[src/common/ucb_pkg.sv]
`default_nettype none

package ucb_pkg;

	// Works for anything from 2 to 8 ports
	localparam int NUM_PORTS = 4;

	// AXI ID must be wide enough to carry a port index
	localparam int ID_WIDTH  = 4;
	localparam int IDX_WIDTH = $clog2(NUM_PORTS);

	typedef logic [31:0]          addr_t;
	typedef logic [31:0]          word_t;
	typedef logic [ID_WIDTH-1:0]  axi_id_t;
	typedef logic [IDX_WIDTH-1:0] port_idx_t;

	// Single-beat word transfers only
	localparam logic [1:0] BURST_INCR = 2'b01;
	localparam logic [7:0] LEN_SINGLE = 8'd0;
	localparam logic [2:0] SIZE_WORD  = 3'd2;
	localparam logic [3:0] STRB_ALL   = 4'b1111;

	typedef enum logic [2:0] {
		idle,
		read_addr,
		read_data,
		write_addr,
		write_data,
		write_resp,
		finished
	} pass_state_t;

endpackage

`default_nettype wire

[src/design/dbus_pass.sv]
`default_nettype none

module dbus_pass (
	input  logic           clk,
	input  logic           rst,
	// CPU data bus
	input  logic           read,
	input  logic           write,
	input  ucb_pkg::addr_t address,
	input  ucb_pkg::word_t wrdata,
	output logic           stall,
	output ucb_pkg::word_t rddata,
	// AR
	output logic           eng_arvalid,
	output ucb_pkg::addr_t eng_araddr,
	input  logic           eng_arready,
	// AW
	output logic           eng_awvalid,
	output ucb_pkg::addr_t eng_awaddr,
	input  logic           eng_awready,
	// W
	output logic           eng_wvalid,
	output ucb_pkg::word_t eng_wdata,
	input  logic           eng_wready,
	// Responses arrive here already routed by ID
	input  logic           eng_rvalid,
	input  ucb_pkg::word_t eng_rdata,
	input  logic           eng_bvalid
);

	ucb_pkg::pass_state_t state, state_d;

	logic           pipe_read;
	logic           pipe_write;
	ucb_pkg::addr_t pipe_addr;
	ucb_pkg::word_t pipe_wdata;

	// Port stays stalled until the FSM heads back to idle
	assign stall = (state_d != ucb_pkg::idle);

	// Payload comes straight from the captured request
	assign eng_arvalid = (state == ucb_pkg::read_addr);
	assign eng_araddr  = pipe_addr;
	assign eng_awvalid = (state == ucb_pkg::write_addr);
	assign eng_awaddr  = pipe_addr;
	assign eng_wvalid  = (state == ucb_pkg::write_data);
	assign eng_wdata   = pipe_wdata;

	always_comb begin
		state_d = state;
		case (state)
			ucb_pkg::idle: begin
				// Load wins if the CPU raises both
				if (pipe_read) begin
					state_d = ucb_pkg::read_addr;
				end else if (pipe_write) begin
					state_d = ucb_pkg::write_addr;
				end
			end
			ucb_pkg::read_addr: begin
				if (eng_arready) state_d = ucb_pkg::read_data;
			end
			ucb_pkg::read_data: begin
				if (eng_rvalid) state_d = ucb_pkg::finished;
			end
			ucb_pkg::write_addr: begin
				if (eng_awready) state_d = ucb_pkg::write_data;
			end
			ucb_pkg::write_data: begin
				if (eng_wready) state_d = ucb_pkg::write_resp;
			end
			ucb_pkg::write_resp: begin
				// Store is done only once B comes back
				if (eng_bvalid) state_d = ucb_pkg::finished;
			end
			ucb_pkg::finished: begin
				state_d = ucb_pkg::idle;
			end
			default: begin
				state_d = ucb_pkg::idle;
			end
		endcase
	end

	always_ff @(posedge clk) begin
		if (rst) begin
			state <= ucb_pkg::idle;
		end else begin
			state <= state_d;
		end
	end

	// Request flags follow the CPU whenever the port is free
	always_ff @(posedge clk) begin
		if (rst) begin
			pipe_read  <= 1'b0;
			pipe_write <= 1'b0;
		end else if (!stall) begin
			pipe_read  <= read;
			pipe_write <= write;
		end
	end

	always_ff @(posedge clk) begin
		if (!stall) begin
			pipe_addr  <= address;
			pipe_wdata <= wrdata;
		end
	end

	// Loaded word, or the stored word once the store completes
	always_ff @(posedge clk) begin
		if (rst) begin
			rddata <= '0;
		end else if (state == ucb_pkg::read_data && eng_rvalid) begin
			rddata <= eng_rdata;
		end else if (state == ucb_pkg::write_resp && eng_bvalid) begin
			rddata <= pipe_wdata;
		end
	end

	ar_aw_exclusive: assert property (@(posedge clk) disable iff (rst)
		!(eng_arvalid && eng_awvalid));

	ar_held: assert property (@(posedge clk) disable iff (rst)
		eng_arvalid && !eng_arready |=> eng_arvalid && $stable(eng_araddr));

	aw_held: assert property (@(posedge clk) disable iff (rst)
		eng_awvalid && !eng_awready |=> eng_awvalid && $stable(eng_awaddr));

	w_held: assert property (@(posedge clk) disable iff (rst)
		eng_wvalid && !eng_wready |=> eng_wvalid && $stable(eng_wdata));

endmodule

`default_nettype wire

[src/design/axi_id_arbiter.sv]
`default_nettype none

module axi_id_arbiter (
	input  logic                                         clk,
	input  logic                                         rst,
	// Engine side
	input  logic [ucb_pkg::NUM_PORTS-1:0]                eng_arvalid,
	input  ucb_pkg::addr_t [ucb_pkg::NUM_PORTS-1:0]      eng_araddr,
	output logic [ucb_pkg::NUM_PORTS-1:0]                eng_arready,
	input  logic [ucb_pkg::NUM_PORTS-1:0]                eng_awvalid,
	input  ucb_pkg::addr_t [ucb_pkg::NUM_PORTS-1:0]      eng_awaddr,
	output logic [ucb_pkg::NUM_PORTS-1:0]                eng_awready,
	input  logic [ucb_pkg::NUM_PORTS-1:0]                eng_wvalid,
	input  ucb_pkg::word_t [ucb_pkg::NUM_PORTS-1:0]      eng_wdata,
	output logic [ucb_pkg::NUM_PORTS-1:0]                eng_wready,
	output logic [ucb_pkg::NUM_PORTS-1:0]                eng_rvalid,
	output ucb_pkg::word_t [ucb_pkg::NUM_PORTS-1:0]      eng_rdata,
	output logic [ucb_pkg::NUM_PORTS-1:0]                eng_bvalid,
	// AXI4 master
	output ucb_pkg::axi_id_t                             arid,
	output ucb_pkg::addr_t                               araddr,
	output logic [7:0]                                   arlen,
	output logic [2:0]                                   arsize,
	output logic [1:0]                                   arburst,
	output logic                                         arvalid,
	input  logic                                         arready,
	output ucb_pkg::axi_id_t                             awid,
	output ucb_pkg::addr_t                               awaddr,
	output logic [7:0]                                   awlen,
	output logic [2:0]                                   awsize,
	output logic [1:0]                                   awburst,
	output logic                                         awvalid,
	input  logic                                         awready,
	output ucb_pkg::word_t                               wdata,
	output logic [3:0]                                   wstrb,
	output logic                                         wlast,
	output logic                                         wvalid,
	input  logic                                         wready,
	input  ucb_pkg::axi_id_t                             rid,
	input  ucb_pkg::word_t                               rdata,
	input  logic [1:0]                                   rresp,
	input  logic                                         rlast,
	input  logic                                         rvalid,
	output logic                                         rready,
	input  ucb_pkg::axi_id_t                             bid,
	input  logic [1:0]                                   bresp,
	input  logic                                         bvalid,
	output logic                                         bready
);

	ucb_pkg::port_idx_t ar_ptr, ar_hold_idx, ar_idx;
	ucb_pkg::port_idx_t aw_ptr, aw_hold_idx, aw_idx;
	ucb_pkg::port_idx_t w_idx;
	logic               ar_hold, aw_hold;
	logic               w_locked;

	function automatic ucb_pkg::port_idx_t rr_next(input ucb_pkg::port_idx_t idx);
		return (idx == ucb_pkg::port_idx_t'(ucb_pkg::NUM_PORTS - 1)) ? '0 : idx + 1'b1;
	endfunction

	// First requester at or after ptr, or ptr itself when none
	function automatic ucb_pkg::port_idx_t rr_pick(
		input logic [ucb_pkg::NUM_PORTS-1:0] req,
		input ucb_pkg::port_idx_t            ptr
	);
		ucb_pkg::port_idx_t cur;
		ucb_pkg::port_idx_t pick;
		logic               found;
		cur   = ptr;
		pick  = ptr;
		found = 1'b0;
		for (int i = 0; i < ucb_pkg::NUM_PORTS; i++) begin
			if (!found && req[cur]) begin
				pick  = cur;
				found = 1'b1;
			end
			cur = rr_next(cur);
		end
		return pick;
	endfunction

	// A stalled grant is held so the payload cannot switch mid-request
	assign ar_idx = ar_hold ? ar_hold_idx : rr_pick(eng_arvalid, ar_ptr);
	assign aw_idx = aw_hold ? aw_hold_idx : rr_pick(eng_awvalid, aw_ptr);

	assign arvalid = eng_arvalid[ar_idx];
	assign araddr  = eng_araddr[ar_idx];
	assign arid    = ucb_pkg::axi_id_t'(ar_idx);
	assign arlen   = ucb_pkg::LEN_SINGLE;
	assign arsize  = ucb_pkg::SIZE_WORD;
	assign arburst = ucb_pkg::BURST_INCR;

	// No new AW until the locked W beat has gone out
	assign awvalid = !w_locked && eng_awvalid[aw_idx];
	assign awaddr  = eng_awaddr[aw_idx];
	assign awid    = ucb_pkg::axi_id_t'(aw_idx);
	assign awlen   = ucb_pkg::LEN_SINGLE;
	assign awsize  = ucb_pkg::SIZE_WORD;
	assign awburst = ucb_pkg::BURST_INCR;

	assign wvalid = w_locked && eng_wvalid[w_idx];
	assign wdata  = eng_wdata[w_idx];
	assign wstrb  = ucb_pkg::STRB_ALL;
	assign wlast  = 1'b1;

	// Every engine that can get a response is already waiting for it
	assign rready = 1'b1;
	assign bready = 1'b1;

	genvar g;
	generate
		for (g = 0; g < ucb_pkg::NUM_PORTS; g++) begin : g_route
			assign eng_arready[g] = arvalid && arready && (ar_idx == g);
			assign eng_awready[g] = awvalid && awready && (aw_idx == g);
			assign eng_wready[g]  = w_locked && wready && (w_idx == g);
			assign eng_rvalid[g]  = rvalid && (rid == ucb_pkg::axi_id_t'(g));
			assign eng_bvalid[g]  = bvalid && (bid == ucb_pkg::axi_id_t'(g));
			assign eng_rdata[g]   = rdata;
		end
	endgenerate

	always_ff @(posedge clk) begin
		if (rst) begin
			ar_ptr      <= '0;
			ar_hold     <= 1'b0;
			ar_hold_idx <= '0;
		end else if (arvalid && arready) begin
			ar_ptr  <= rr_next(ar_idx);
			ar_hold <= 1'b0;
		end else if (arvalid) begin
			ar_hold     <= 1'b1;
			ar_hold_idx <= ar_idx;
		end
	end

	always_ff @(posedge clk) begin
		if (rst) begin
			aw_ptr      <= '0;
			aw_hold     <= 1'b0;
			aw_hold_idx <= '0;
		end else if (awvalid && awready) begin
			aw_ptr  <= rr_next(aw_idx);
			aw_hold <= 1'b0;
		end else if (awvalid) begin
			aw_hold     <= 1'b1;
			aw_hold_idx <= aw_idx;
		end
	end

	// Write lock spans AW handshake to W handshake
	always_ff @(posedge clk) begin
		if (rst) begin
			w_locked <= 1'b0;
			w_idx    <= '0;
		end else if (awvalid && awready) begin
			w_locked <= 1'b1;
			w_idx    <= aw_idx;
		end else if (wvalid && wready) begin
			w_locked <= 1'b0;
		end
	end

	one_grant: assert property (@(posedge clk) disable iff (rst)
		$onehot0(eng_arready) && $onehot0(eng_awready));

	// Only the engine behind the granted AW may be presenting W
	w_needs_lock: assert property (@(posedge clk) disable iff (rst)
		eng_wvalid != '0 |-> w_locked && $onehot(eng_wvalid) && eng_wvalid[w_idx]);

	ar_grant_kept: assert property (@(posedge clk) disable iff (rst)
		arvalid && !arready |=> arvalid && $stable(arid) && $stable(araddr));

	r_single_beat: assert property (@(posedge clk) disable iff (rst)
		rvalid |-> rlast && (rid < ucb_pkg::axi_id_t'(ucb_pkg::NUM_PORTS)));

endmodule

`default_nettype wire

[src/design/uncached_bridge_top.sv]
`default_nettype none

module uncached_bridge_top (
	input  logic                                    clk,
	input  logic                                    rst,
	// One CPU data bus per port
	input  logic [ucb_pkg::NUM_PORTS-1:0]           cpu_read,
	input  logic [ucb_pkg::NUM_PORTS-1:0]           cpu_write,
	input  ucb_pkg::addr_t [ucb_pkg::NUM_PORTS-1:0] cpu_address,
	input  ucb_pkg::word_t [ucb_pkg::NUM_PORTS-1:0] cpu_wrdata,
	output logic [ucb_pkg::NUM_PORTS-1:0]           cpu_stall,
	output ucb_pkg::word_t [ucb_pkg::NUM_PORTS-1:0] cpu_rddata,
	// AXI4 master
	output ucb_pkg::axi_id_t                        arid,
	output ucb_pkg::addr_t                          araddr,
	output logic [7:0]                              arlen,
	output logic [2:0]                              arsize,
	output logic [1:0]                              arburst,
	output logic                                    arvalid,
	input  logic                                    arready,
	output ucb_pkg::axi_id_t                        awid,
	output ucb_pkg::addr_t                          awaddr,
	output logic [7:0]                              awlen,
	output logic [2:0]                              awsize,
	output logic [1:0]                              awburst,
	output logic                                    awvalid,
	input  logic                                    awready,
	output ucb_pkg::word_t                          wdata,
	output logic [3:0]                              wstrb,
	output logic                                    wlast,
	output logic                                    wvalid,
	input  logic                                    wready,
	input  ucb_pkg::axi_id_t                        rid,
	input  ucb_pkg::word_t                          rdata,
	input  logic [1:0]                              rresp,
	input  logic                                    rlast,
	input  logic                                    rvalid,
	output logic                                    rready,
	input  ucb_pkg::axi_id_t                        bid,
	input  logic [1:0]                              bresp,
	input  logic                                    bvalid,
	output logic                                    bready
);

	logic [ucb_pkg::NUM_PORTS-1:0]           eng_arvalid, eng_arready;
	logic [ucb_pkg::NUM_PORTS-1:0]           eng_awvalid, eng_awready;
	logic [ucb_pkg::NUM_PORTS-1:0]           eng_wvalid, eng_wready;
	logic [ucb_pkg::NUM_PORTS-1:0]           eng_rvalid, eng_bvalid;
	ucb_pkg::addr_t [ucb_pkg::NUM_PORTS-1:0] eng_araddr, eng_awaddr;
	ucb_pkg::word_t [ucb_pkg::NUM_PORTS-1:0] eng_wdata, eng_rdata;

	// One engine per CPU port; its index doubles as its AXI ID
	genvar g;
	generate
		for (g = 0; g < ucb_pkg::NUM_PORTS; g++) begin : g_pass
			dbus_pass u_pass (
				.clk         (clk),
				.rst         (rst),
				.read        (cpu_read[g]),
				.write       (cpu_write[g]),
				.address     (cpu_address[g]),
				.wrdata      (cpu_wrdata[g]),
				.stall       (cpu_stall[g]),
				.rddata      (cpu_rddata[g]),
				.eng_arvalid (eng_arvalid[g]),
				.eng_araddr  (eng_araddr[g]),
				.eng_arready (eng_arready[g]),
				.eng_awvalid (eng_awvalid[g]),
				.eng_awaddr  (eng_awaddr[g]),
				.eng_awready (eng_awready[g]),
				.eng_wvalid  (eng_wvalid[g]),
				.eng_wdata   (eng_wdata[g]),
				.eng_wready  (eng_wready[g]),
				.eng_rvalid  (eng_rvalid[g]),
				.eng_rdata   (eng_rdata[g]),
				.eng_bvalid  (eng_bvalid[g])
			);
		end
	endgenerate

	axi_id_arbiter u_arbiter (
		.clk         (clk),
		.rst         (rst),
		.eng_arvalid (eng_arvalid),
		.eng_araddr  (eng_araddr),
		.eng_arready (eng_arready),
		.eng_awvalid (eng_awvalid),
		.eng_awaddr  (eng_awaddr),
		.eng_awready (eng_awready),
		.eng_wvalid  (eng_wvalid),
		.eng_wdata   (eng_wdata),
		.eng_wready  (eng_wready),
		.eng_rvalid  (eng_rvalid),
		.eng_rdata   (eng_rdata),
		.eng_bvalid  (eng_bvalid),
		.arid        (arid),
		.araddr      (araddr),
		.arlen       (arlen),
		.arsize      (arsize),
		.arburst     (arburst),
		.arvalid     (arvalid),
		.arready     (arready),
		.awid        (awid),
		.awaddr      (awaddr),
		.awlen       (awlen),
		.awsize      (awsize),
		.awburst     (awburst),
		.awvalid     (awvalid),
		.awready     (awready),
		.wdata       (wdata),
		.wstrb       (wstrb),
		.wlast       (wlast),
		.wvalid      (wvalid),
		.wready      (wready),
		.rid         (rid),
		.rdata       (rdata),
		.rresp       (rresp),
		.rlast       (rlast),
		.rvalid      (rvalid),
		.rready      (rready),
		.bid         (bid),
		.bresp       (bresp),
		.bvalid      (bvalid),
		.bready      (bready)
	);

endmodule

`default_nettype wire

[config.mk]
export PLATFORM = sky130hd
export DESIGN_NAME = uncached_bridge_top
export DESIGN_NICKNAME = d
export VERILOG_FILES = /design/src/common/ucb_pkg.sv /design/src/design/dbus_pass.sv /design/src/design/axi_id_arbiter.sv /design/src/design/uncached_bridge_top.sv
export SDC_FILE = /design/constraint.sdc
export NUM_CORES = 1
export LEC_CHECK = 0
export ABC_AREA = 0
export CAP_MARGIN = 30
export CORE_AREA = 2 2 229 231
export DETAILED_ROUTE_END_ITERATION = 7
export DIE_AREA = 0 0 231 233
export DONT_BUFFER_PORTS = 1
export SYNTH_ARGS = -nofsm -noshare
export SYNTH_HDL_FRONTEND = slang
export SYNTH_SLANG_ARGS = --single-unit
[constraint.sdc]
create_clock -name clk -period 9.3 [get_ports clk]
set_input_delay 0.465 -clock clk [delete_from_list [all_inputs] [get_ports clk]]
set_output_delay 0.465 -clock clk [all_outputs]
set_load 0.02 [all_outputs]
==> impl_results.md, run 1 <==
* Status: completed
* Multi-input logic area at 7502 um^2
* Tot GR Track Use at 24.10%
* Slew HR at 29.62%
* Port Buffers at 0
* Pleak at 8.675 nW
* Grt total ovfl at 0
* Cells after Synth at 1763
* Tightest Pin Transition at 1.050 ns
* Post-synth top cells: 340 x nand2_1, 256 x edfxtp_1, 167 x nor2_1
* Post-Place Cells at 2329
* RSZ-0062 raised after global routing: false
* Drt wl/cell at 25.07 um
* Final WS setup at 2.628 ns
* Post-Route Skew at 0.03714 ns
* Ys Warns at 0
* CTS H-tree lvls at 2
* Yosys reg bits at 417
* Initial antenna violation count at 5
* Fin Setup TNS at 0 ns
* Crit Path Category: flip-flop to output port
* Detailed Route Iter0 Violations at 1574
* Yosys top cell by area: edfxtp_1
* EDFF count, synth at 256
* Final hold vios at 0
* Power per cell area at 465.1 nW/um^2
* Final Hold Slack at 0.03960 ns
* Tot Pwr at 11.14 mW
* Core ar. at 51090 um^2
* Worst EP required at 8.84 ns
* Post-synthesis sequential area ratio at 56.91%
* Core Util, Final at 46.87%
* Resized Gates After CTS at 0
* Ys flop type: edfxtp_1
* Finished Layout Cells at 2698
* First-pass GRT wire length at 98.39 mm
* Vias in the first global route at 15.48k
* HP Class: input port to flip-flop
* Synth area leaders: edfxtp_1 40%, dfxtp_1 17%, nand2_1 6.7%, mux2i_1 5.8%, a211oi_1 4.3%
* Fin area at 23950 um^2
* Most frequent cell after synthesis: nand2_1
* Root buffer cell: clkbuf_16
* Nets@finish at 2298
* Maximum vdd ir drop at 452.1 uV
* Overall die height at 233 um
* Final Critical Period at 6.672 ns
* Max Clock Freq at 149.9 MHz
* Via count at 15.58k
* CP max FO at 33
* Routed Antenna Nets at 0
* Post-synth cell types at 78
* CTS tree: built
* Pre-CTS setup slack at 3.231 ns
* Starting Density at 37.52%
* Die area at 53820 um^2
* Register area at 10920 um^2
* Share of cells above drive strength 1 at 8.797%
* DIE WIDTH at 231 um
* Clock Latency Late Sink at 0.60 ns
* Max Slew Vio Count at 0
* Max-cap viol count at 0
* Num rows at 83
* Clock transition at path regs at 0.06 ns
* CTS Sinks at 417
* Largest net degree at the start of global routing at 156
* Crit path launch type: flip-flop
* DP HPWL at 42.38 mm
* Setup violations, final at 0
* Area Growth Syn to Fin at 24.92%
* Max clock buf depth at 3
* Pre-antenna DRT Iters at 6
* Vias/cell at 5.775
* CTS Buf Count at 48
* Tcrit/Tclk final at 71.75%
* Placed Area at 19560 um^2
* Total Routed Length at 67.64 mm
* CP endpoint kind: output port
* Fillcell total at 4540
* Gpl congestion at 0.8791
* Top cell type's share of synthesized area at 40.10%
* Top-Level Pins at 588
* Synthesized cell area at 19170 um^2
* Avg Synthesized Cell Area at 10.87 um^2
* Crit path DAT at 6.21 ns
* # DRC at 0
* Asr flop ratio synth at 0%
[power by group]
part	internal [mW]	switching (mW)
logic	1.44	4.27
clock network	1.12	0.808
registers	3.01	0.482
total	5.58	5.56
[layout make-up]
class                      count  area share, %
inverter                      22         0.3448
clock buffer                  66          5.679
sequential                   417          45.58
timing repair buffer         301          12.35
multi-input combinational   1182          31.33
tap                          680          3.553
antenna                        6        0.06270
clock inverter                24          1.102
[layer usage]
metal | track usage, % | part of all wire, % | vias up
met3 | 6.066 | 9.8 | 186
met4 | 10.75 | 4.0 | 0
li1 | - | - | 6831
met5 | 0 | 0 | -
met1 | 29.69 | 37 | 7563
met2 | 39.93 | 50 | 1001
[path summary, 6_finish.rpt]
check	depth (start not counted)	slack (ns)	endpoint	start
hold reg to reg	2	0.50	u_arbiter.aw_hold_idx[1]	u_arbiter.aw_hold_idx[1]
setup reg to reg	14	3.46	g_pass[1].u_pass.eng_araddr[18]	u_arbiter.ar_ptr[0]
setup / recovery	15	2.63	cpu_stall[1]	u_arbiter.ar_ptr[0]
hold / removal	2	0.04	g_pass[1].u_pass.pipe_write	cpu_write[1]
[registers in the layout, summed over array words and instances (netlist names)]
name	flops
g_pass.u_pass.eng_wdata	128
g_pass.u_pass.pipe_read	4
u_arbiter.w_locked	1
u_arbiter.ar_hold	1
g_pass.u_pass.state	12
g_pass.u_pass.eng_araddr	128
g_pass.u_pass.rddata	128
u_arbiter.w_idx	2
u_arbiter.ar_ptr	2
u_arbiter.ar_hold_idx	2
u_arbiter.aw_hold	1
g_pass.u_pass.pipe_write	4
u_arbiter.aw_ptr	2
u_arbiter.aw_hold_idx	2
[timing repair]
item / 4_1_cts / 5_1_grt
endpoints found under the hold margin: 412 / 0
setup buffers: 0 / 0
hold buffers: 273 / 0
[placed cells by master, fill, tap and decap left out, types with 11 or more instances in the layout]
cell	instances
mux4_2	33
and3_1	67
a21oi_1	30
nor3_1	21
conb_1	37
mux2i_1	111
edfxtp_1	256
o21ai_0	13
a311oi_1	33
clkbuf_16	49
a31oi_1	74
a211oi_1	109
nor2_1	165
nand2b_1	12
nand3_1	11
dlygate4sd3_1	272
dfxtp_1	159
buf_4	27
inv_1	20
nand2_1	340
[critical path: stages (launching register included)]
cell and delay, ns:
dfxtp_1 0.61, ha_1 0.48, nor4b_1 0.52, a21oi_1 0.10, o211a_1 0.25, a311oi_2 0.40, nor2_1 0.13, nor2_4 0.76
ha_1 0.34, a211oi_1 0.09, o31ai_1 0.10, o221ai_1 0.18, or4_1 0.48, nor2_4 0.41, buf_4 0.51, inv_1 0.23
[logic make-up after synthesis]
kind of cell / share of synthesized area [%]
other: 0.03917
AOI/OAI and AO/OA: 11.64
adders and majority gates: 0.6527
DFF: 56.91
buffers and inverters: 5.019
muxes: 9.731
and+or+nand+nor: 16.01
Power figures use the tool's default switching activity.
==> run 2: changes to the inputs <==
--- a/config.mk
+++ b/config.mk
@@ -5,11 +5,11 @@
 export SDC_FILE = /design/constraint.sdc
 export NUM_CORES = 1
 export LEC_CHECK = 0
-export ABC_AREA = 0
+export ABC_AREA = 1
 export CAP_MARGIN = 30
-export CORE_AREA = 2 2 229 231
+export CORE_AREA = 2 2 227 229
 export DETAILED_ROUTE_END_ITERATION = 7
-export DIE_AREA = 0 0 231 233
+export DIE_AREA = 0 0 229 231
 export DONT_BUFFER_PORTS = 1
 export SYNTH_ARGS = -nofsm -noshare
 export SYNTH_HDL_FRONTEND = slang
==> constraint.sdc (replaced) <==
create_clock -name clk -period 6.94 [get_ports clk]
set_input_delay 0.347 -clock clk [delete_from_list [all_inputs] [get_ports clk]]
set_output_delay 0.347 -clock clk [all_outputs]
set_load 0.02 [all_outputs]
==> run 2 against run 1 <==
Compared with the run above:
- global-route usage rose by 2.1 points
- critical path depth up 5
- critical path type unchanged
- sequential cell count is the same
- clock skew shrank 0.0057 ns
- routed wire length rose by 7.3%
- core utilization rose by 0.47 points
- register-to-register slack worse by 1.8 ns
- first-iteration DRC count up 12%
- synthesized area shrank 1.8%
- largest cell class unchanged
- clock-buffer cell count grew 1
- cell count grew 11%
==> impl_results.md, run 2 <==
* Post-synth cell types at 48 (was 78)
* Synthesized cell area at 18830 um^2 (was 19170 um^2)
* Commonest non-fill, non-tap cell in the layout: nand2_1 (unchanged)
* Tot GR Track Use at 26.19% (was 24.10%)
* CP endpoint kind: output port (unchanged)
* Gpl congestion at 0.9126 (was 0.8791)
* Vias in the first global route at 16.86k (was 15.48k)
* Hold Path Depth at 2 (unchanged)
* Core Util, Final at 47.34% (was 46.87%)
* Drt wl/cell at 24.24 um (was 25.07 um)
* Placed Area at 19440 um^2 (was 19560 um^2)
* # DRC at 0 (unchanged)
* Register area at 10910 um^2 (was 10920 um^2)
* Total Routed Length at 72.60 mm (was 67.64 mm)
* Yosys top cell by area: edfxtp_1 (unchanged)
* Top cell type's share of synthesized area at 40.83% (was 40.10%)
* Worst path cell trace: ha_1 > inv_2 > xor2_1 > nand2_1 > nand2_1 > nand2_1 > nor2_4 > inv_2 > nand3_1 > nand2_2 > nand2_4 > buf_4 > clkinv_1 > buf_4 > ha_1 > nand3_1 > nand3b_1 > nor2_4 > buf_12 > inv_1 (was ha_1 > nor4b_1 > a21oi_1 > o211a_1 > a311oi_2 > nor2_1 > nor2_4 > ha_1 > a211oi_1 > o31ai_1 > o221ai_1 > or4_1 > nor2_4 > buf_4 > inv_1)
* CTS H-tree lvls at 2 (unchanged)
* Synth area leaders: edfxtp_1 41%, dfxtp_1 17%, nand2_1 7.9%, o21ai_0 6.4%, a21oi_1 5.6% (was edfxtp_1 40%, dfxtp_1 17%, nand2_1 6.7%, mux2i_1 5.8%, a211oi_1 4.3%)
* Grt total ovfl at 0 (unchanged)
* Worst path max stage delay at 0.73 ns (was 0.76 ns)
* Reg2Reg Setup Slack at 1.70 ns (was 3.46 ns)
* Nets@finish at 2601 (was 2298)
* First-pass GRT wire length at 105.2 mm (was 98.39 mm)
* Crit path launch type: flip-flop (unchanged)
* Post-synth top cells: 395 x nand2_1, 256 x edfxtp_1, 239 x o21ai_0 (was 340 x nand2_1, 256 x edfxtp_1, 167 x nor2_1)
* Max Slew Vio Count at 0 (unchanged)
* Crit path from: u_arbiter.aw_ptr[0] (was u_arbiter.ar_ptr[0])
* Avg Synthesized Cell Area at 9.307 um^2 (was 10.87 um^2)
* Overall die height at 231 um (was 233 um)
* Most frequent cells in the layout: 392 x nand2_1, 296 x dlygate4sd3_1, 256 x edfxtp_1, 239 x o21ai_0, 212 x a21oi_1 (was 340 x nand2_1, 272 x dlygate4sd3_1, 256 x edfxtp_1, 165 x nor2_1, 159 x dfxtp_1)
* Ys Warns at 0 (unchanged)
* Crit-path most repeated cell: nand2_1
* Clock transition at path regs at 0.06 ns (about the same)
* Die area at 52900 um^2 (was 53820 um^2)
* Post-Route Skew at 0.03145 ns (was 0.03714 ns)
* Cells after Synth at 2023 (was 1763)
* Max Clock Freq at 177.0 MHz
* Ys flop type: edfxtp_1 (unchanged)
* Largest net degree at the start of global routing at 99 (was 156)
* Reg2reg end: g_pass[3].u_pass.eng_wdata[25] (was g_pass[1].u_pass.eng_araddr[18])
* CP max FO at 98 (was 33)
* Share of cells above drive strength 1 at 7.908% (was 8.797%)
* Pre-antenna DRT Iters at 6 (unchanged)
* Max-cap viol count at 0 (unchanged)
* Detailed Route Iter0 Violations at 1767 (was 1574)
* Fillcell total at 4630 (was 4540)
* Multi-input logic area at 6775 um^2 (was 7502 um^2)
* Routed Antenna Nets at 0 (unchanged)
* Vias/cell at 5.735 (was 5.775)
* Post-synthesis sequential area ratio at 57.95% (was 56.91%)
* Most frequent cell after synthesis: nand2_1 (unchanged)
* Core ar. at 50680 um^2 (was 51090 um^2)
* Top-Level Pins at 588 (unchanged)
* Worst reg2reg path depth at 21 (was 14)
* Fin area at 23990 um^2 (was 23950 um^2)
* Slew HR at 31.38% (was 29.62%)
* Fin Setup TNS at 0 ns (unchanged)
* HP Class: input port to flip-flop (unchanged)
* CTS tree: built (unchanged)
* Starting Density at 37.15% (was 37.52%)
* Crit path DAT at 5.30 ns (was 6.21 ns)
* Status: completed (unchanged)
* Final Critical Period at 5.649 ns
* EDFF count, synth at 256 (unchanged)
* Port Buffers at 0 (unchanged)
* Tightest Pin Transition at 1.029 ns (was 1.050 ns)
* Worst EP required at 6.59 ns (was 8.84 ns)
* Num rows at 83 (unchanged)
* RSZ-0062 raised after global routing: false (unchanged)
* DP HPWL at 45.77 mm (was 42.38 mm)
* Root buffer cell: clkbuf_16 (unchanged)
* Initial antenna violation count at 2 (was 5)
* Tcrit/Tclk final at 81.40%
* Crit path to: cpu_stall[1] (unchanged)
* DIE WIDTH at 229 um (was 231 um)
* Setup violations, final at 0 (unchanged)
* Yosys reg bits at 417 (unchanged)
* Asr flop ratio synth at 0% (unchanged)
* Area Growth Syn to Fin at 27.41% (was 24.92%)
* Setup Buffers After CTS at 0 (unchanged)
* Crit Path Category: flip-flop to output port (unchanged)
* Max stage delay cell, worst path: buf_4 (was nor2_4)
* Clock Latency Late Sink at 0.60 ns (about the same)
* CTS Buf Count at 48 (unchanged)
* CTS Sinks at 417 (unchanged)
* Final hold vios at 0 (unchanged)
* Worst r2r src: u_arbiter.aw_ptr[0] (was u_arbiter.ar_ptr[0])
* Max clock buf depth at 3 (unchanged)
* Via count at 17.18k (was 15.58k)
## run 2: cell types whose count changed in the layout (fill, tap and decap cells not counted), sizes merged, moves of 33 or more
cell and change:
a211oi -108, a21oi +183, a311oi -34, and3 -68, inv +121, mux2i -111, mux4 -33, nand2 +67
nand3 +53, nor2 -104, nor3 +49, o21ai +227
## run 2: layout make-up
| class | count | area share, % |
|---|---|---|
| repair buffers | 334 | 13.94 |
| multi-input cells | 1327 | 28.24 |
| well taps | 680 | 3.547 |
| clock buffers | 67 | 5.643 |
| flip-flops and latches | 417 | 45.48 |
| clock inverters | 22 | 0.8293 |
| inverters | 147 | 2.311 |
| diodes | 1 | 0.01043 |
## run 2: what timing repair did
action                                 4_1_cts  5_1_grt
hold buffers                               297        0
endpoints found under the hold margin      410        0
gates resized for setup                      0        0
## run 2: metrics by stage
step                      instances  setup WS (ns)  hold slack, ns
after floorplan                2058          1.676          0.4459
after global placement         2606          1.777          0.4431
after detailed placement       2608          1.708          0.4459
after CTS                      2994          1.287        0.001963
after global routing           2995         0.9433         0.03373
final                          2995          1.291         0.03382
## run 2: worst min-delay path by stage
| stage | from | to | slack, ns |
|---|---|---|---|
| detailed placement | cpu_address[28] | g_pass[0].u_pass.eng_araddr[28] | 0.45 |
| global route | rdata[4] | g_pass[3].u_pass.rddata[4] | 0.03 |
| global placement | arready | u_arbiter.ar_hold | 0.44 |
| finish | rdata[4] | g_pass[3].u_pass.rddata[4] | 0.03 |
| CTS | wready | u_arbiter.w_locked | 0.002 |
| floorplan | cpu_address[0] | g_pass[0].u_pass.eng_araddr[0] | 0.45 |
## run 2: layer usage
metal	routed length, um	track usage [%]
met4	3393	12.74
met5	0	0
met3	6970	6.015
met2	35000	44.13
met1	27240	31.64
## run 2: cells by family (layout without fill, tap and decap cells)
| group | after synthesis | in the layout | share of synthesized area, % |
|---|---|---|---|
| adder cells (fa/ha/maj) | 10 | 10 | 0.6645 |
| buffers and inverters | 314 | 570 | 7.197 |
| AND/OR/NAND/NOR | 643 | 643 | 15.18 |
| flip-flops | 417 | 417 | 57.95 |
| AO/OA/AOI/OAI | 634 | 634 | 18.79 |
| other | 2 | 38 | 0.03989 |
| XOR/XNOR | 3 | 3 | 0.1795 |
## run 2: worst max-delay path: cells and delay by family, from the launching register on
| kind | cells | cell delay, ns |
|---|---|---|
| buffers and inverters | 7 | 2.06 |
| adders and majority gates | 2 | 0.67 |
| and+or+nand+nor | 10 | 1.25 |
| xor gates and xnor gates | 1 | 0.19 |
| DFF | 1 | 0.50 |
Power of run 2 is not shown: default switching activity piles up to over one toggle a cycle in this logic, so the estimate is an artifact.
